## src/keypad_defs.svh

```systemverilog
`ifndef KEYPAD_DEFS_SVH
`define KEYPAD_DEFS_SVH

// ******************************
// Scanner timing
// ******************************

// Clocks per scan step.
`define KEYPAD_SCAN_DIV 3

// Debounce register value after reset, in scan steps.
`define KEYPAD_DEBOUNCE_RESET 24'd1_000_000

// Number of key events held in the FIFO.
`define KEYPAD_FIFO_DEPTH 8

// ******************************
// Register byte offsets
// ******************************
`define KEYPAD_REG_STATUS   4'h0
`define KEYPAD_REG_KEY      4'h4
`define KEYPAD_REG_DEBOUNCE 4'h8
`define KEYPAD_REG_CTRL     4'hC

`endif

```

## src/keypad_pkg.sv

```systemverilog
`default_nettype none

package keypad_pkg;

    // One decoded key press.
    typedef struct packed {
        logic [1:0] row;
        logic [1:0] col;
        logic [3:0] row_pattern;
    } key_event_t;

    // ******************************
    // AXI4-Lite channels
    // ******************************

    // Master to slave.
    typedef struct packed {
        logic [3:0]  awaddr;
        logic        awvalid;
        logic [31:0] wdata;
        logic        wvalid;
        logic        bready;
        logic [3:0]  araddr;
        logic        arvalid;
        logic        rready;
    } axil_req_t;

    // Slave to master.
    typedef struct packed {
        logic        awready;
        logic        wready;
        logic        bvalid;
        logic [1:0]  bresp;
        logic        arready;
        logic        rvalid;
        logic [31:0] rdata;
        logic [1:0]  rresp;
    } axil_rsp_t;

endpackage

`default_nettype wire

```

## src/key_event_fifo.sv

```systemverilog
`default_nettype none

`include "keypad_defs.svh"

module key_event_fifo
    import keypad_pkg::*;
(
    input  wire                                         clk,
    input  wire                                         rst_n,
    input  wire                                         push,
    input  wire key_event_t                             push_data,
    input  wire                                         pop,
    input  wire                                         clear_overflow,
    output key_event_t                                  head,
    output logic [$clog2(`KEYPAD_FIFO_DEPTH + 1)-1:0]   count,
    output logic                                        overflow
);

    localparam int DEPTH = `KEYPAD_FIFO_DEPTH;
    localparam int PTR_W = $clog2(DEPTH);

    key_event_t       mem [DEPTH];
    logic [PTR_W-1:0] wr_ptr;
    logic [PTR_W-1:0] rd_ptr;
    logic             do_push;
    logic             do_pop;

    assign do_pop  = pop && (count != '0);
    // A full buffer still takes a push when a pop frees a slot.
    assign do_push = push && ((count != DEPTH) || do_pop);
    assign head    = mem[rd_ptr];

    always_ff @(posedge clk) begin
        if (do_push) begin
            mem[wr_ptr] <= push_data;
        end
    end

    always_ff @(posedge clk or negedge rst_n) begin
        if (!rst_n) begin
            wr_ptr   <= '0;
            rd_ptr   <= '0;
            count    <= '0;
            overflow <= 1'b0;
        end else begin
            if (do_push) begin
                wr_ptr <= (wr_ptr == PTR_W'(DEPTH - 1)) ? '0 : wr_ptr + 1'b1;
            end
            if (do_pop) begin
                rd_ptr <= (rd_ptr == PTR_W'(DEPTH - 1)) ? '0 : rd_ptr + 1'b1;
            end
            case ({do_push, do_pop})
                2'b10:   count <= count + 1'b1;
                2'b01:   count <= count - 1'b1;
                default: count <= count;
            endcase
            // Sticky until cleared by software.
            if (push && !do_push) begin
                overflow <= 1'b1;
            end else if (clear_overflow) begin
                overflow <= 1'b0;
            end
        end
    end

endmodule

`default_nettype wire

```

## src/keypad_axil_regs.sv

```systemverilog
`default_nettype none

`include "keypad_defs.svh"

module keypad_axil_regs
    import keypad_pkg::*;
(
    input  wire                                         clk,
    input  wire                                         rst_n,
    input  wire axil_req_t                              axil_req,
    output axil_rsp_t                                   axil_rsp,
    input  wire key_event_t                             head,
    input  wire [$clog2(`KEYPAD_FIFO_DEPTH + 1)-1:0]    count,
    input  wire                                         overflow,
    output logic                                        pop,
    output logic                                        clear_overflow,
    output logic [23:0]                                 debounce_period,
    output logic                                        irq
);

    logic        wr_ready;
    logic        wr_fire;
    logic        bvalid;
    logic        rd_ready;
    logic        rd_fire;
    logic        rvalid;
    logic [31:0] rdata;
    logic [31:0] rd_word;
    logic        irq_en;
    logic        empty;

    assign empty   = (count == '0);
    assign wr_fire = wr_ready && axil_req.awvalid && axil_req.wvalid;
    assign rd_fire = rd_ready && axil_req.arvalid;

    // ******************************
    // Write channels
    // ******************************
    always_ff @(posedge clk or negedge rst_n) begin
        if (!rst_n) begin
            wr_ready <= 1'b0;
            bvalid   <= 1'b0;
        end else begin
            wr_ready <= !wr_ready && axil_req.awvalid && axil_req.wvalid && !bvalid;
            if (wr_fire) begin
                bvalid <= 1'b1;
            end else if (axil_req.bready) begin
                bvalid <= 1'b0;
            end
        end
    end

    always_ff @(posedge clk or negedge rst_n) begin
        if (!rst_n) begin
            debounce_period <= `KEYPAD_DEBOUNCE_RESET;
            irq_en          <= 1'b0;
        end else if (wr_fire) begin
            case (axil_req.awaddr)
                `KEYPAD_REG_DEBOUNCE: debounce_period <= axil_req.wdata[23:0];
                `KEYPAD_REG_CTRL:     irq_en          <= axil_req.wdata[0];
                default:              ;
            endcase
        end
    end

    // Write-one-to-clear, never stored.
    assign clear_overflow = wr_fire && (axil_req.awaddr == `KEYPAD_REG_CTRL) && axil_req.wdata[1];

    // ******************************
    // Read channels
    // ******************************
    always_comb begin
        rd_word = 32'd0;
        case (axil_req.araddr)
            `KEYPAD_REG_STATUS: begin
                rd_word[3:0] = 4'(count);
                rd_word[4]   = empty;
                rd_word[5]   = overflow;
            end
            `KEYPAD_REG_KEY: begin
                if (!empty) begin
                    rd_word[8:0] = {1'b1, head};
                end
            end
            `KEYPAD_REG_DEBOUNCE: rd_word[23:0] = debounce_period;
            `KEYPAD_REG_CTRL:     rd_word[0]    = irq_en;
            default:              rd_word       = 32'd0;
        endcase
    end

    // Head leaves the FIFO on the same edge that captures it.
    assign pop = rd_fire && (axil_req.araddr == `KEYPAD_REG_KEY) && !empty;

    always_ff @(posedge clk or negedge rst_n) begin
        if (!rst_n) begin
            rd_ready <= 1'b0;
            rvalid   <= 1'b0;
        end else begin
            rd_ready <= !rd_ready && axil_req.arvalid && !rvalid;
            if (rd_fire) begin
                rvalid <= 1'b1;
            end else if (axil_req.rready) begin
                rvalid <= 1'b0;
            end
        end
    end

    always_ff @(posedge clk) begin
        if (rd_fire) begin
            rdata <= rd_word;
        end
    end

    always_ff @(posedge clk or negedge rst_n) begin
        if (!rst_n) begin
            irq <= 1'b0;
        end else begin
            irq <= irq_en && !empty;
        end
    end

    always_comb begin
        axil_rsp         = '0;
        axil_rsp.awready = wr_ready;
        axil_rsp.wready  = wr_ready;
        axil_rsp.bvalid  = bvalid;
        axil_rsp.bresp   = 2'b00;
        axil_rsp.arready = rd_ready;
        axil_rsp.rvalid  = rvalid;
        axil_rsp.rdata   = rdata;
        axil_rsp.rresp   = 2'b00;
    end

endmodule

`default_nettype wire

```

## src/keypad_scanner.sv

```systemverilog
`default_nettype none

`include "keypad_defs.svh"

module keypad_scanner
    import keypad_pkg::*;
(
    input  wire         clk,
    input  wire         rst_n,
    input  wire [3:0]   row_in,
    input  wire [23:0]  debounce_period,
    output logic [3:0]  col_out,
    output key_event_t  key_event,
    output logic        event_valid
);

    localparam int DIV_W = $clog2(`KEYPAD_SCAN_DIV + 1);

    // One-hot state bit positions.
    localparam int S_IDLE    = 0;
    localparam int S_PRESS   = 1;
    localparam int S_WALK0   = 2;
    localparam int S_WALK1   = 3;
    localparam int S_WALK2   = 4;
    localparam int S_WALK3   = 5;
    localparam int S_CONFIRM = 6;
    localparam int S_RELEASE = 7;

    logic [7:0]       state;
    logic [7:0]       state_nxt;
    logic [DIV_W-1:0] step_cnt;
    logic             step;
    logic [23:0]      deb_cnt;
    logic             deb_done;
    logic             rows_low;
    logic             walking;
    logic [1:0]       walk_col;
    logic [1:0]       cap_col;
    logic             hit_found;
    logic             multi;
    logic [1:0]       hit_col;
    logic [3:0]       hit_rows;

    function automatic logic [1:0] walk_index(input logic [7:0] s);
        return {s[S_WALK2] | s[S_WALK3], s[S_WALK1] | s[S_WALK3]};
    endfunction

    function automatic logic one_zero(input logic [3:0] pattern);
        return $countones(~pattern) == 1;
    endfunction

    function automatic logic [1:0] row_index(input logic [3:0] pattern);
        logic [1:0] idx;
        idx = 2'd0;
        for (int i = 0; i < 4; i++) begin
            if (!pattern[i]) begin
                idx = 2'(i);
            end
        end
        return idx;
    endfunction

    assign step     = (step_cnt == DIV_W'(`KEYPAD_SCAN_DIV - 1));
    assign deb_done = ({1'b0, deb_cnt} + 25'd1) >= {1'b0, debounce_period};
    assign rows_low = (row_in != 4'hF);
    assign walking  = |state[S_WALK3:S_WALK0];
    assign walk_col = walk_index(state);
    assign cap_col  = hit_found ? hit_col : walk_col;

    always_ff @(posedge clk or negedge rst_n) begin
        if (!rst_n) begin
            step_cnt <= '0;
        end else if (step) begin
            step_cnt <= '0;
        end else begin
            step_cnt <= step_cnt + 1'b1;
        end
    end

    // ******************************
    // State machine
    // ******************************
    always_comb begin
        state_nxt = state;
        case (1'b1)
            state[S_IDLE]:    if (rows_low) state_nxt = 8'(1) << S_PRESS;
            state[S_PRESS]: begin
                if (deb_done) begin
                    state_nxt = rows_low ? 8'(1) << S_WALK0 : 8'(1) << S_IDLE;
                end
            end
            state[S_WALK0],
            state[S_WALK1],
            state[S_WALK2]:   state_nxt = state << 1;
            state[S_WALK3]: begin
                state_nxt = (hit_found || rows_low) ? 8'(1) << S_CONFIRM : 8'(1) << S_IDLE;
            end
            state[S_CONFIRM]: begin
                if (deb_done) begin
                    state_nxt = rows_low ? 8'(1) << S_RELEASE : 8'(1) << S_IDLE;
                end
            end
            state[S_RELEASE]: if (!rows_low) state_nxt = 8'(1) << S_IDLE;
            default:          state_nxt = 8'(1) << S_IDLE;
        endcase
    end

    always_ff @(posedge clk or negedge rst_n) begin
        if (!rst_n) begin
            state   <= 8'(1) << S_IDLE;
            col_out <= 4'b0000;
        end else if (step) begin
            state <= state_nxt;
            if (|state_nxt[S_WALK3:S_WALK0]) begin
                col_out <= ~(4'b0001 << walk_index(state_nxt));
            end else if (state_nxt[S_CONFIRM]) begin
                col_out <= ~(4'b0001 << cap_col);
            end else begin
                col_out <= 4'b0000;
            end
        end
    end

    // Shared by press debounce and confirm.
    always_ff @(posedge clk or negedge rst_n) begin
        if (!rst_n) begin
            deb_cnt <= '0;
        end else if (step) begin
            if ((state[S_PRESS] || state[S_CONFIRM]) && !deb_done) begin
                deb_cnt <= deb_cnt + 1'b1;
            end else begin
                deb_cnt <= '0;
            end
        end
    end

    // A second hit or a multi-row pattern makes the scan ambiguous.
    always_ff @(posedge clk or negedge rst_n) begin
        if (!rst_n) begin
            hit_found <= 1'b0;
            multi     <= 1'b0;
        end else if (step) begin
            if (state[S_PRESS]) begin
                hit_found <= 1'b0;
                multi     <= 1'b0;
            end else if (walking && rows_low) begin
                if (hit_found) begin
                    multi <= 1'b1;
                end else begin
                    hit_found <= 1'b1;
                    multi     <= !one_zero(row_in);
                end
            end
        end
    end

    always_ff @(posedge clk) begin
        if (step && walking && rows_low && !hit_found) begin
            hit_col  <= walk_col;
            hit_rows <= row_in;
        end
    end

    always_ff @(posedge clk or negedge rst_n) begin
        if (!rst_n) begin
            event_valid <= 1'b0;
        end else begin
            event_valid <= step && state[S_CONFIRM] && deb_done && rows_low && !multi;
        end
    end

    always_comb begin
        key_event.row         = row_index(hit_rows);
        key_event.col         = hit_col;
        key_event.row_pattern = hit_rows;
    end

endmodule

`default_nettype wire

```

## src/keypad_top.sv

```systemverilog
`default_nettype none

`include "keypad_defs.svh"

module keypad_top
    import keypad_pkg::*;
(
    input  wire             clk,
    input  wire             rst_n,
    input  wire axil_req_t  axil_req,
    output axil_rsp_t       axil_rsp,
    input  wire [3:0]       row_in,
    output logic [3:0]      col_out,
    output logic            irq
);

    localparam int CNT_W = $clog2(`KEYPAD_FIFO_DEPTH + 1);

    key_event_t       scan_event;
    logic             event_valid;
    key_event_t       head;
    logic [CNT_W-1:0] count;
    logic             overflow;
    logic             pop;
    logic             clear_overflow;
    logic [23:0]      debounce_period;

    keypad_scanner scanner_i (
        .clk             (clk),
        .rst_n           (rst_n),
        .row_in          (row_in),
        .debounce_period (debounce_period),
        .col_out         (col_out),
        .key_event       (scan_event),
        .event_valid     (event_valid)
    );

    key_event_fifo fifo_i (
        .clk            (clk),
        .rst_n          (rst_n),
        .push           (event_valid),
        .push_data      (scan_event),
        .pop            (pop),
        .clear_overflow (clear_overflow),
        .head           (head),
        .count          (count),
        .overflow       (overflow)
    );

    keypad_axil_regs regs_i (
        .clk             (clk),
        .rst_n           (rst_n),
        .axil_req        (axil_req),
        .axil_rsp        (axil_rsp),
        .head            (head),
        .count           (count),
        .overflow        (overflow),
        .pop             (pop),
        .clear_overflow  (clear_overflow),
        .debounce_period (debounce_period),
        .irq             (irq)
    );

endmodule

`default_nettype wire

```

## config.mk

```make
export PLATFORM = sky130hd
export DESIGN_NAME = keypad_top
export DESIGN_NICKNAME = d
export VERILOG_FILES = /design/src/keypad_pkg.sv /design/src/key_event_fifo.sv /design/src/keypad_axil_regs.sv /design/src/keypad_scanner.sv /design/src/keypad_top.sv
export VERILOG_INCLUDE_DIRS = /design/src /design/src/src
export SDC_FILE = /design/constraint.sdc
export NUM_CORES = 1
export LEC_CHECK = 0
export ABC_AREA = 1
export CORE_ASPECT_RATIO = 0.7
export CORE_UTILIZATION = 30
export CTS_CLUSTER_DIAMETER = 200
export CTS_CLUSTER_SIZE = 14
export DETAILED_ROUTE_END_ITERATION = 8
export DONT_BUFFER_PORTS = 1
export GPL_TIMING_DRIVEN = 0
export RECOVER_POWER = 50
export SLEW_MARGIN = 0
export SYNTH_ARGS = -nofsm -noshare
export SYNTH_HDL_FRONTEND = slang
export SYNTH_SLANG_ARGS = --single-unit
```

## constraint.sdc

```tcl
create_clock -name clk -period 6.8 [get_ports clk]
set_clock_uncertainty 0.1 [all_clocks]
set_input_delay 0.68 -clock clk [delete_from_list [all_inputs] [get_ports clk]]
set_output_delay 0.68 -clock clk [all_outputs]
set_load 0.01 [all_outputs]
```

Word-level counts from Yosys, hierarchy flattened
Memory sizes are Yosys's and may differ from the RTL's. Cells that the tools add are included.

$lt $le $gt $ge: 1. Div/mod/pow operators: 0. Reduce and logical (&&, ||, !) cells: 54. Add/sub/neg operators: 10. Equal/unequal tests: 16. Shifts and indexed selects: 2. Bitwise gates (word level): 7. Multiply operators: 0. Mux-type cells: 41.

Operator list (count): $mux W8 (11); $add A32 B32 Y32 (1); $eq A32 B2 Y1 const B (1); $add A24 B1 Y25 const B (1); $ge A25 B24 Y1 (1); $logic_and A1 B1 Y1 (25); $add A24 B1 Y24 const B (1); $mux W24 (1); $eq A4 B4 Y1 const B (4); $pmux W5 S3 (1); $mux W1 (14); $not A4 Y4 (3); $logic_not A1 Y1 (10); $reduce_bool A2 Y1 (5); $mux W3 (3); $mux W9 (1); $logic_not A4 Y1 (2); $mux W2 (4); $mux W4 (2); $ne A4 B4 Y1 const B (2); $pmux W4 S2 (1); $reduce_and A2 Y1 (4); $reduce_or A4 Y1 (2); $shl A1 B2 Y4 const A (2); 20 further kinds (29).

Bits in latches: 0. Input port bits: 51. Memories kept: 1. RAM bits: 64. Bits in read-only memories: 0. Word-level logic and storage cells: 156. Output and inout bits: 46. Register bits: 112.

Memory list: fifo_i.mem (words 8, width 8, read ports 1, clocked after Yosys merged registers in 0, wr ports 1, RTL line key_event_fifo.sv:22) `key_event_t mem [DEPTH];`.

Longest topological paths before layout
Gate-level depths: netlist (run 1).

Depth in word-level cells: 12. Gate-level depth with buffers: 27. Depth with buffers taken out: 27.

Hierarchy
Synthesis (run 1) repeated with hierarchy kept, for this count alone.

Cells, all modules: 1025. Area, all modules: 9315.2 µm².

By module, submodules not included: keypad_scanner (times used 1, area each 3573.4 µm², cells each 484, seq. area each 1207.4 µm²); key_event_fifo (times used 1, area each 3208.1 µm², cells each 269, seq. area each 2197.1 µm²); keypad_axil_regs (times used 1, area each 2533.7 µm², cells each 272, seq. area each 1480.2 µm²).

Worst setup path before layout (run 1)
OpenSTA, ideal clock, no wires.

Path kind: flip-flop to flip-flop. From: reg scanner_i.deb_cnt[0]. To: reg scanner_i.col_out[2]. Path slack: 3407 ps. Path buffers: 0. Required time: 6579 ps. Arrival: 3172 ps. Clock period less this slack: 3393 ps. Setup time: 121 ps. Stages on the path, launching flop included: 23. Cell sequence: dfrtp_1 > ha_1 > nand3_2 > nor2_4 > nand3_1 > nor3_1 > nor3b_1 > xor2_1 > inv_1 > ha_1 > nand2_1 > nor2_1 > nand3_1 > nor2_1 > nand3_4 > nand4_2 > nand2_2 > nand2_1 > nand2_1 > nor2_1 > nor2_1 > a21oi_1 > nand2_1.

Word-level cells in the longest chain between the ends: 12. Elaborated cells between the ends (all ways): 16. Those cells by class: 1 x add/sub; 1 x order compare; 1 x shift; 9 x mux; 3 x bitwise; 1 x reduce/logical.

RTL lines: start, declared (RTL line keypad_scanner.sv:33) `logic [23:0] deb_cnt;`; start signal, assigned (RTL line keypad_scanner.sv:130) `deb_cnt <= deb_cnt + 1'b1;`; $add A24 B1 Y25 (*) (RTL line keypad_scanner.sv:64) `assign deb_done = ({1'b0, deb_cnt} + 25'd1) >= {1'b0, debounce_period};`; $ge A25 B24 Y1 (*) (RTL line keypad_scanner.sv:64); $mux W8 (RTL line keypad_scanner.sv:99) `if (deb_done) begin`; $mux W8 (3 in a row) (RTL line keypad_scanner.sv:85) `case (1'b1)`; $mux W8 (*) (2 in a row) (RTL line keypad_scanner.sv:85); $or A1 B1 Y1 (RTL line keypad_scanner.sv:45) `return {s[S_WALK2] | s[S_WALK3], s[S_WALK1] | s[S_WALK3]};`; $shl A1 B2 Y4 (RTL line keypad_scanner.sv:115) `col_out <= ~(4'b0001 << walk_index(state_nxt));`; $not A4 Y4 (RTL line keypad_scanner.sv:115); $mux W4 (*) (RTL line keypad_scanner.sv:114) `if (|state_nxt[S_WALK3:S_WALK0]) begin`; end signal, assigned (RTL line keypad_scanner.sv:115); end signal, assigned (RTL line keypad_scanner.sv:117) `col_out <= ~(4'b0001 << cap_col);`; end, declared (RTL line keypad_scanner.sv:12) `output logic [3:0] col_out,`.

Mark *: on every way between the ends. The rest lies on a longest branch, timed or not. The select of a mux whose other input is x is not followed. A chain may end at the register's enable or synchronous reset.

==> flow_metrics.env, run 1 <==
export IMPL_status="finished with violations"
export IMPL_violations="design-rule violations, max-capacitance violations, max-slew violations"
export IMPL_dr_max_layer_used="met4"
export IMPL_yosys_cell_types_count=48
export IMPL_grt_max_degree=83
export IMPL_startpoint_type="primary input"
export IMPL_path_max_fanout=82
export IMPL_pre_cts_slack_ns=2.62
export IMPL_powerDensity_mw_per_mm2=246
export IMPL_antenna_found_initial=0
export IMPL_die_height_microns=145
export IMPL_fin_ws_ns=2.22
export IMPL_hp_class="in2reg"
export IMPL_crit_slowest_cell="clkbuf_1"
export IMPL_dr_wl_met3_microns=1580
export IMPL_p_int_mw=1.78
export IMPL_antenna_cells=0
export IMPL_worstMarginPinSlew_ns=4.59
export IMPL_max_clock_freq_mhz=218
export IMPL_cts_sinks=176
export IMPL_root_buffer="clkbuf_16"
export IMPL_coreArea_sq_mm=0.0289
export IMPL_hold_slack_ns=0.246
export IMPL_hpwl_microns=15400
export IMPL_maxCapViolCount=1
export IMPL_clk_latency_ns=0.44
export IMPL_crit_family="buffers and inverters"
export IMPL_cts_reportedPaths_clkPinSlew_ns=0.07
export IMPL_cts_htree_levels=4
export IMPL_seq_area_frac_synth_pct=55.4
export IMPL_setup_tns_ns=0
export IMPL_crit_required_ns=6.16
export IMPL_fin_nets=1031
export IMPL_setup_worst_path_end_class="async pin"
export IMPL_drt_iter0_markers=589
export IMPL_path_buf_inv=1
export IMPL_finalSetupViolCount=0
export IMPL_vias_per_cell=4.68
export IMPL_drive_above_1_share_pct=11.4
export IMPL_grt_overflow=0
export IMPL_clockPowerShare_pct=40.4
export IMPL_postSynthCellCount=911
export IMPL_rows=52
export IMPL_cts_buffer_depth=2
export IMPL_design_area_sq_mm=0.00992
export IMPL_p_leak_nw=4.37
export IMPL_ys_async_sr_fraction_pct=46.6
export IMPL_drv_slew=83
export IMPL_synth_edf_count=94
export IMPL_tritoncts="built"
export IMPL_utilization_pct=34.4
export IMPL_track_usage_pct=14.3
export IMPL_slew_headroom_pct=-206
export IMPL_path_cells="clkbuf_1"
export IMPL_ant_nets=0
export IMPL_io_buffers=0
export IMPL_period_needed_ns=4.58
export IMPL_ys_warn_count=0
export IMPL_grt_pass1_vias=5889
export IMPL_postRouteWirelength_microns=20900
export IMPL_routedWlPerCell_microns=15.7
export IMPL_route_detailed_drc=7
export IMPL_power_mw=2.44
export IMPL_slowest_delay_ns=3.15
export IMPL_placed_area_sq_mm=0.00934
export IMPL_cts_made_buffers=17
export IMPL_area_growth_pct=12.5
export IMPL_synth_main_ff_cell="edfxtp_1"
export IMPL_placed_cells=1300
export IMPL_die_area_sq_mm=0.0301
export IMPL_post_cts_buffers=0
export IMPL_peakVddDrop_mv=0.167
export IMPL_route_met2_wl_microns=8540
export IMPL_io_pins=97
export IMPL_fin_cells=1333
export IMPL_ys_seq_elements=176
export IMPL_dieWidth_microns=207
export IMPL_dr_pass1_iters=7
export IMPL_p_seq_share_pct=48.7
export IMPL_vias=6245
export IMPL_rsz0062_at_grt="false"
export IMPL_gp_congestion=0.805
export IMPL_netSwitchingPower_uw=655
export IMPL_fin_crit_sh_pct=67.3
export IMPL_swShare_pct=26.9
export IMPL_synth_avg_cell_area_sq_um=9.69
export IMPL_initial_core_util_pct=30.5
export IMPL_critPathKind="in2async"
export IMPL_arrival_ns=3.94
export IMPL_drt_met1_wl_microns=10600
export IMPL_grt_first_pass_wirelength_microns=32800
export IMPL_comb_power_share_pct=10.9
export IMPL_hold_viol=0
export IMPL_syn_area_sq_mm=0.00882
## registers in the layout, summed over array words and instances (netlist names), 3 cells and up
name                    flops
scanner_i.hit_rows          4
scanner_i.state             8
fifo_i.rd_ptr               3
fifo_i.mem                 64
scanner_i.col_out           4
regs_i.debounce_period     24
scanner_i.deb_cnt          24
fifo_i.count                4
fifo_i.wr_ptr               3
regs_i.rdata               24
## per-layer routing
| metal | vias up | track usage, % |
|---|---|---|
| li1 | 3071 | - |
| met1 | 2965 | 22.2 |
| met2 | 195 | 19.3 |
| met3 | 14 | 4.25 |
| met4 | 0 | 3.10 |
| met5 | - | 0 |
## final cells by class
cell class | count | area [sq um]
Timing Repair Buffer | 1 | 3.75
Tap cell | 378 | 473
Clock inverter | 15 | 158
Clock buffer | 17 | 425
Sequential cell | 176 | 4880
Fill cell | 2939 | 19000
Inverter | 138 | 518
Buffer | 40 | 223
Multi-Input combinational cell | 568 | 3240
## synth_stat cells, types with 2 or more instances
library cell	instances	area, sq um
o211ai_1	5	37.5
clkbuf_1	20	75.1
a21oi_2	2	17.5
xor2_1	18	158
nand2_2	8	50.1
nand2_1	137	514
o21ai_1	9	45.0
nand2_4	3	33.8
dfrtp_1	74	1850
edfxtp_1	94	2820
o221ai_1	18	158
nand3_4	2	35.0
nand4_1	8	50.1
nor4_1	2	12.5
nor3_4	2	32.5
nand3_2	2	20.0
buf_4	17	128
o21ai_2	2	17.5
inv_2	8	30.0
clkinv_1	2	7.51
nand3_1	34	170
o21ai_0	60	300
inv_1	128	480
nor2_2	2	12.5
o22ai_1	6	37.5
ha_1	36	450
o2111ai_1	2	17.5
fa_1	2	40.0
nor2_1	126	473
o22ai_2	11	138
a21oi_1	37	185
dfstp_2	8	210
nor3_2	3	30.0
or2_2	2	12.5
nor3_1	8	40.0
## power groups by stage
| stage | clock, mW | sequential (mW) | combinational (mW) |
|---|---|---|---|
| 2_1_floorplan | 0 | 1.20 | 0.178 |
| 3_3_place_gp | 0 | 1.21 | 0.249 |
| 3_5_place_dp | 0 | 1.21 | 0.253 |
| 4_1_cts | 0.999 | 1.19 | 0.267 |
| 5_1_grt | 1.04 | 1.19 | 0.301 |
| 6_report | 0.985 | 1.19 | 0.266 |
## kinds of logic after synthesis
logic type	after synthesis	share of synthesized area [%]
XOR/XNOR	19	1.89
AO/OA/AOI/OAI	154	11.0
adder cells (fa/ha/maj)	38	5.56
buffers and inverters	178	8.39
other	1	0.0425
flip-flops	176	55.4
AND/OR/NAND/NOR	345	17.7
## path summary, 6_finish.rpt
kind | slack (ns) | depth (start not counted) | end | startpoint
worst max-delay path | 2.22 | 1 | scanner_i.deb_cnt[20] | rst_n
worst min-delay path | 0.25 | 0 | scanner_i.hit_rows[1] | row_in[1]
worst max register to register | 2.56 | 22 | scanner_i.col_out[2] | scanner_i.deb_cnt[0]
worst min register to register | 0.32 | 1 | scanner_i.step_cnt[0] | scanner_i.step_cnt[0]
max in group clk | 2.56 | 22 | scanner_i.col_out[2] | scanner_i.deb_cnt[0]
min in group asynchronous | 1.76 | 1 | fifo_i.rd_ptr[1] | rst_n
## repair_timing
item                                   4_1_cts  5_1_grt
hold buffers                                 1        0
gates resized for setup                      0        0
endpoints found under the hold margin       82        0
## layout by cell type (no fill, tap or decap), types with 3 or more instances in the layout
master     Yosys  layout
nand3_1       34      34
nand2_2        8       8
nand2_4        3       3
xor2_1        18      18
nand2_1      137     137
o21ai_0       60      60
inv_1        128     128
o22ai_1        6       6
clkinv_4       0       4
inv_2          8       8
dfstp_2        8       8
o22ai_2       11      11
nor2_1       126     126
o221ai_1      18      18
clkbuf_1      20      21
clkinv_1       2       4
conb_1         1      12
nor3_1         8       8
nor3_2         3       3
a21oi_1       37      37
edfxtp_1      94      94
buf_4         17      17
inv_6          0       4
o211ai_1       5       5
o21ai_1        9       9
nand4_1        8       8
dfrtp_1       74      74
clkbuf_16      0      17
ha_1          36      36
(Power assumes the default switching activity.)
==> run 2, diff against run 1 <==
- ABC_AREA: 1 -> 0
- clock period: 6.8 -> 4 ns (I/O delays scaled with it)
==> run 2 against run 1 <==
Net effect:
- register-to-register slack worse by 2.6 ns
- synthesized area decreased by 0.85%
- critical path type is now reg2reg
- hold slack got worse by 0.23 ns
- sequential share of layout area is 2.9 points lower
- the run ends with max-capacitance violations, max-slew violations, negative setup slack left
- global-route usage grew 0.90 points
- die area is 0.84% lower
- sequential power up 70%
==> flow_metrics.env, run 2 <==
export IMPL_synth_avg_cell_area_sq_um=11.3
export IMPL_status="finished with violations"
export IMPL_critPathKind="reg2reg"
export IMPL_peakVddDrop_mv=0.316
export IMPL_die_area_sq_mm=0.0299
export IMPL_synth_main_ff_cell="edfxtp_1"
export IMPL_cts_made_buffers=17
export IMPL_ys_warn_count=0
export IMPL_cts_sinks=176
export IMPL_swShare_pct=25.3
export IMPL_ys_async_sr_fraction_pct=46.6
export IMPL_worstSetupStartpoint="scanner_i.deb_cnt[10]"
export IMPL_rsz0062_at_grt="true"
export IMPL_rows=51
export IMPL_grt_max_degree=83
export IMPL_drv_slew=83
export IMPL_hp_class="in2reg"
export IMPL_cts_reportedPaths_clkPinSlew_ns=0.07
export IMPL_netlist_area_leader_share_pct=32.3
export IMPL_final_cell_mix="103 x nand2_1, 94 x edfxtp_1, 74 x o21ai_0"
export IMPL_antenna_cells=0
export IMPL_yosysTopAreaCell="edfxtp_1"
export IMPL_grt_first_pass_wirelength_microns=34200
export IMPL_arrival_ns=4.20
export IMPL_postRouteWirelength_microns=22100
export IMPL_gp_congestion=0.828
export IMPL_rr_worst_depth=17
export IMPL_cts_buffer_depth=2
export IMPL_powerDensity_mw_per_mm2=383
export IMPL_startpoint_type="flop"
export IMPL_dr_pass1_iters=5
export IMPL_slew_headroom_pct=-47.8
export IMPL_route_met2_wl_microns=9120
export IMPL_setup_worst_path_end_class="flop"
export IMPL_largest_reg_flops=64
export IMPL_grt_overflow=0
export IMPL_fin_crit_sh_pct=100
export IMPL_dr_max_layer_used="met4"
export IMPL_dr_wl_met3_microns=1600
export IMPL_seq_area_frac_synth_pct=55.8
export IMPL_area_growth_pct=20.6
export IMPL_reg2reg_slack_ns=-0.009
export IMPL_hpwl_microns=15700
export IMPL_worstMarginPinSlew_ns=2.22
export IMPL_ys_seq_elements=176
export IMPL_crit_required_ns=4.19
export IMPL_utilization_pct=37.4
export IMPL_io_buffers=0
export IMPL_route_detailed_drc=0
export IMPL_maxCapViolCount=1
export IMPL_drt_iter0_markers=563
export IMPL_synthTopCellsByCount="105 x nand2_1, 94 x edfxtp_1, 75 x o21ai_0"
export IMPL_path_max_fanout=6
export IMPL_finalSetupViolCount=2
export IMPL_cts_htree_levels=4
export IMPL_drt_met1_wl_microns=11200
export IMPL_vias_per_cell=4.99
export IMPL_fin_nets=950
export IMPL_n_fill_cell=2764
export IMPL_reg2reg_from="scanner_i.deb_cnt[10]"
export IMPL_period_needed_ns=4.01
export IMPL_root_buffer="clkbuf_16"
export IMPL_yosys_cell_types_count=72
export IMPL_track_usage_pct=15.2
export IMPL_syn_area_sq_mm=0.00875
export IMPL_max_clock_freq_mhz=249
export IMPL_tritoncts="built"
export IMPL_io_pins=97
export IMPL_comb_power_share_pct=9.3
export IMPL_drive_above_1_share_pct=17.5
export IMPL_netSwitchingPower_mw=1.02
export IMPL_clockPowerShare_pct=40.6
export IMPL_clk_latency_ns=0.44
export IMPL_antenna_found_initial=0
export IMPL_p_leak_nw=4.24
export IMPL_hold_viol=0
export IMPL_ant_nets=0
export IMPL_regMostFlops="fifo_i.mem"
export IMPL_die_height_microns=145
export IMPL_synthTopCellsByArea="edfxtp_1 32%, dfrtp_1 21%, ha_1 5.1%"
export IMPL_p_int_mw=3.02
export IMPL_synth_edf_count=94
export IMPL_fin_ws_ns=-0.00874
export IMPL_dieWidth_microns=206
export IMPL_violations="max-capacitance violations, max-slew violations, negative setup slack"
export IMPL_layout_commonest_cell="nand2_1"
export IMPL_timing_rr_end="scanner_i.col_out[1]"
export IMPL_initial_core_util_pct=31.0
export IMPL_routedWlPerCell_microns=17.7
export IMPL_coreArea_sq_mm=0.0282
export IMPL_vias=6215
export IMPL_setup_tns_ns=-0.0170
export IMPL_postSynthCellCount=773
export IMPL_post_synth_top_count_cell="nand2_1"
export IMPL_pre_cts_slack_ns=-0.494
export IMPL_p_seq_share_pct=50.1
export IMPL_crit_end="scanner_i.col_out[1]"
export IMPL_grt_pass1_vias=5911
==> run 2: cell types whose count changed after synthesis, moves of 16 or more <==
| cell | before | now |
|---|---|---|
| o221ai_1 | 18 | 1 |
| mux4_2 | 0 | 16 |
| nand2_1 | 137 | 105 |
| inv_1 | 128 | 41 |
| nor3_1 | 8 | 28 |
| a21oi_1 | 37 | 21 |
| xnor2_1 | 1 | 17 |
| nor2_1 | 126 | 38 |
==> run 2: cells by family (layout without fill, tap and decap cells) <==
group,after synthesis,count (layout),share of synthesized area [%]
buf+inv,93,183,4.89
simple gates,257,257,14.0
fa+ha+maj,38,38,5.61
flops,176,176,55.8
xor+xnor,24,24,2.40
other cells,1,12,0.0429
compound gates,152,152,11.2
mux,32,32,6.01
==> run 2: how the worst min path moves through the flow <==
stage            startpoint                         to  slack [ns]  cells past startpoint
3_5_place_dp          rst_n       scanner_i.col_out[1]        0.01                      0
4_1_cts         axil_req[6]              regs_i.bvalid       0.002                      1
5_1_grt         axil_req[8]  regs_i.debounce_period[0]        0.01                      1
6_report       axil_req[11]  regs_i.debounce_period[3]        0.02                      2
3_3_place_gp          rst_n       scanner_i.col_out[1]        0.01                      0
2_1_floorplan         rst_n            fifo_i.count[0]       0.004                      0
==> run 2: power by group through the flow <==
stage,logic [mW],clock network (mW),registers (mW)
after detailed placement,0.333,0,2.06
after global routing,0.423,1.75,2.03
after global placement,0.323,0,2.06
final,0.376,1.64,2.02
after CTS,0.385,1.67,2.02
after floorplan,0.260,0,2.04
==> run 2: repair_timing <==
item                                    4_1_cts  5_1_grt
hold buffers                                 31        1
endpoints found under the setup margin       37       34
setup buffers                                16       10
resized for setup                            25       11
pin swaps                                    16       15
endpoints found under the hold margin       110        1
gates cloned                                  0        0
==> run 2: cell type report <==
| type | instances | area (sq um) | area share [%] |
|---|---|---|---|
| clock buffer | 17 | 425 | 4.03 |
| tap | 371 | 464 | 4.40 |
| timing repair buffer | 61 | 543 | 5.15 |
| clock inverter | 15 | 148 | 1.40 |
| multi-input combinational | 515 | 3670 | 34.8 |
| sequential | 176 | 4890 | 46.3 |
| buffer | 49 | 260 | 2.47 |
| inverter | 41 | 154 | 1.46 |
==> run 2: critical path, stage by stage, from the launching register on <==
cell and delay (ns):
dfrtp_1 0.41, and3_4 0.23, and3_4 0.19, and3_4 0.20, nand3_4 0.12, nor2_4 0.13
nand3_2 0.11, xnor2_2 0.17, ha_1 0.30, nand3_2 0.08, or4_4 0.53, a211o_1 0.33
o211ai_4 0.10, buf_12 0.16, o31ai_4 0.07, a22o_4 0.26, a221oi_4 0.22, o221ai_2 0.12
==> run 2: layer usage <==
layer | track usage, % | vias up
met5 | 0 | -
met4 | 4.10 | 0
met3 | 3.85 | 14
met2 | 21.0 | 200
met1 | 23.2 | 3057
li1 | - | 2944
==> run 2: per-stage QoR <==
step	power (mW)	area [sq um]	cells	hold slack (ns)
2_1_floorplan	2.30	8830	784	0.00441
3_3_place_gp	2.38	9300	1155	0.00988
5_1_grt	4.20	10600	1245	0.0110
6_report	4.04	10600	1245	0.0177
4_1_cts	4.08	10500	1235	0.00212
3_5_place_dp	2.39	9320	1157	0.0102
==> run 3, diff against run 2 <==
- CTS_CLUSTER_SIZE: 14 -> not set
- REMOVE_ABC_BUFFERS: not set -> 1
- TNS_END_PERCENT: not set -> 1
==> run 3 against run 2 <==
Net effect:
- the flow finishes with violations (max-capacitance violations, max-slew violations)
- die area unchanged
- sequential share of layout area increased by 1.0 points
- power increased by 1.3%
- design area decreased by 2.1%
- clock power increased by 5%
- register-to-register slack improved by 0.05 ns
- critical path depth unchanged
- setup slack improved by 0.054 ns
- hold slack improved by 0.016 ns
- sequential power increased by 2%
- routed wire length decreased by 8.3%
- via count decreased by 3.5%
- critical endpoint unchanged
- largest cell class unchanged
- highest routed layer unchanged
==> flow_metrics.env, run 3 (synthesis results as in run 2) <==
export IMPL_io_pins=97
export IMPL_layout_commonest_cell="nand2_1"
export IMPL_dieWidth_microns=206
export IMPL_startpoint_type="flop"
export IMPL_power_mw=4.09
export IMPL_io_buffers=0
export IMPL_drv_slew=83
export IMPL_fin_crit_sh_pct=98.9
export IMPL_coreArea_sq_mm=0.0282
export IMPL_hold_viol=0
export IMPL_peakVddDrop_mv=0.295
export IMPL_dr_pass1_iters=7
export IMPL_area_growth_pct=18.0
export IMPL_root_buffer="clkbuf_16"
export IMPL_final_cell_mix="104 x nand2_1, 94 x edfxtp_1, 73 x o21ai_0"
export IMPL_violations="max-capacitance violations, max-slew violations"
export IMPL_tritoncts="built"
export IMPL_gp_congestion=0.788
export IMPL_p_leak_nw=4.12
export IMPL_grt_first_pass_wirelength_microns=31800
export IMPL_rows=51
export IMPL_hp_class="in2reg"
export IMPL_route_detailed_drc=0
export IMPL_die_height_microns=145
export IMPL_ant_nets=0
export IMPL_crit_required_ns=4.16
export IMPL_cts_htree_levels=4
export IMPL_path_max_fanout=6
export IMPL_drt_iter0_markers=350
export IMPL_status="finished with violations"
export IMPL_critPathKind="reg2reg"
export IMPL_die_area_sq_mm=0.0299
export IMPL_slew_headroom_pct=-45.6
export IMPL_antenna_cells=0
export IMPL_rr_worst_depth=17
export IMPL_drive_above_1_share_pct=15.9
export IMPL_grt_overflow=0
export IMPL_finalSetupViolCount=0
export IMPL_hpwl_microns=13500
export IMPL_cts_sinks=176
export IMPL_cts_reportedPaths_clkPinSlew_ns=0.08
export IMPL_initial_core_util_pct=31.0
export IMPL_maxCapViolCount=1
export IMPL_vias=5995
export IMPL_powerDensity_mw_per_mm2=396
export IMPL_routedWlPerCell_microns=16.9
export IMPL_postRouteWirelength_microns=20200
export IMPL_grt_pass1_vias=5691
export IMPL_vias_per_cell=5.02
export IMPL_max_clock_freq_mhz=253
export IMPL_cts_made_buffers=17
export IMPL_fin_nets=900
export IMPL_hold_path_depth=2
export IMPL_period_needed_ns=3.95
export IMPL_clk_latency_ns=0.45
export IMPL_setup_worst_path_end_class="flop"
export IMPL_antenna_found_initial=1
export IMPL_arrival_ns=4.11
export IMPL_grt_max_degree=83
export IMPL_cts_buffer_depth=2
export IMPL_rsz0062_at_grt="true"
export IMPL_regMostFlops="fifo_i.mem"
export IMPL_utilization_pct=36.6
export IMPL_worstMarginPinSlew_ns=2.18
export IMPL_largest_reg_flops=64
export IMPL_track_usage_pct=14.0
## run 3: where the power goes
| group | internal [mW] | total (mW) | switching [mW] |
|---|---|---|---|
| sequential | 1.97 | 2.06 | 0.0878 |
| clock | 0.902 | 1.72 | 0.820 |
| combinational | 0.152 | 0.308 | 0.156 |
## run 3: final timing paths
path | from | slack [ns] | to
max in group asynchronous | rst_n | 1.31 | scanner_i.deb_cnt[0]
worst max register to register | scanner_i.deb_cnt[5] | 0.05 | scanner_i.col_out[1]
worst min-delay path | axil_req[12] | 0.03 | regs_i.debounce_period[4]
worst max-delay path | scanner_i.deb_cnt[5] | 0.05 | scanner_i.col_out[1]
min in group asynchronous | rst_n | 1.01 | regs_i.rd_ready
worst min register to register | scanner_i.step_cnt[0] | 0.37 | scanner_i.step_cnt[0]
## run 3: cell type report
| cell class | count | area [sq um] |
|---|---|---|
| Tap cell | 371 | 464 |
| Timing Repair Buffer | 60 | 554 |
| Fill cell | 2718 | 17900 |
| Inverter | 41 | 154 |
| Clock inverter | 15 | 181 |
| Clock buffer | 17 | 425 |
| Multi-Input combinational cell | 515 | 3660 |
| Sequential cell | 176 | 4890 |
## run 3: repair_timing
action / CTS / global route
hold buffers: 34 / 0
endpoints found under the hold margin: 114 / 0
buffers inserted: 16 / 7
resized for setup: 20 / 15
pin swaps: 11 / 10
endpoints found under the setup margin: 37 / 31
## run 3: routing by layer
metal	share of wire, %	GRT usage [%]
met2	42	19.4
met3	7.2	3.83
met1	50	21.1
met4	0.78	3.52
met5	0	0
## run 3: per-stage QoR
step / hold slack, ns / setup WS, ns / std cells / cell area, sq um / setup TNS (ns)
6_report: 0.0340 / 0.0457 / 1195 / 10300 / 0
3_5_place_dp: 0.00640 / -0.789 / 1105 / 9020 / -21.02
4_1_cts: 0.0242 / 0.000331 / 1187 / 10200 / 0
2_1_floorplan: 0.00441 / -0.148 / 732 / 8520 / -0.374
5_1_grt: 0.0324 / -0.0911 / 1195 / 10300 / -0.290
3_3_place_gp: 0.00615 / -0.804 / 1103 / 8980 / -20.28
## run 3: critical path: stages (launching register included)
cell,delay [ns]
dfrtp_1,0.37
and4_4,0.25
and4_4,0.23
and3_4,0.21
nand3_4,0.11
nor2_2,0.14
nand3_1,0.14
xnor2_1,0.17
ha_1,0.28
nand3_1,0.09
or4_4,0.43
a211o_1,0.29
o211ai_4,0.10
buf_12,0.16
o31ai_4,0.09
a22o_4,0.27
a221oi_4,0.19
o221ai_1,0.15
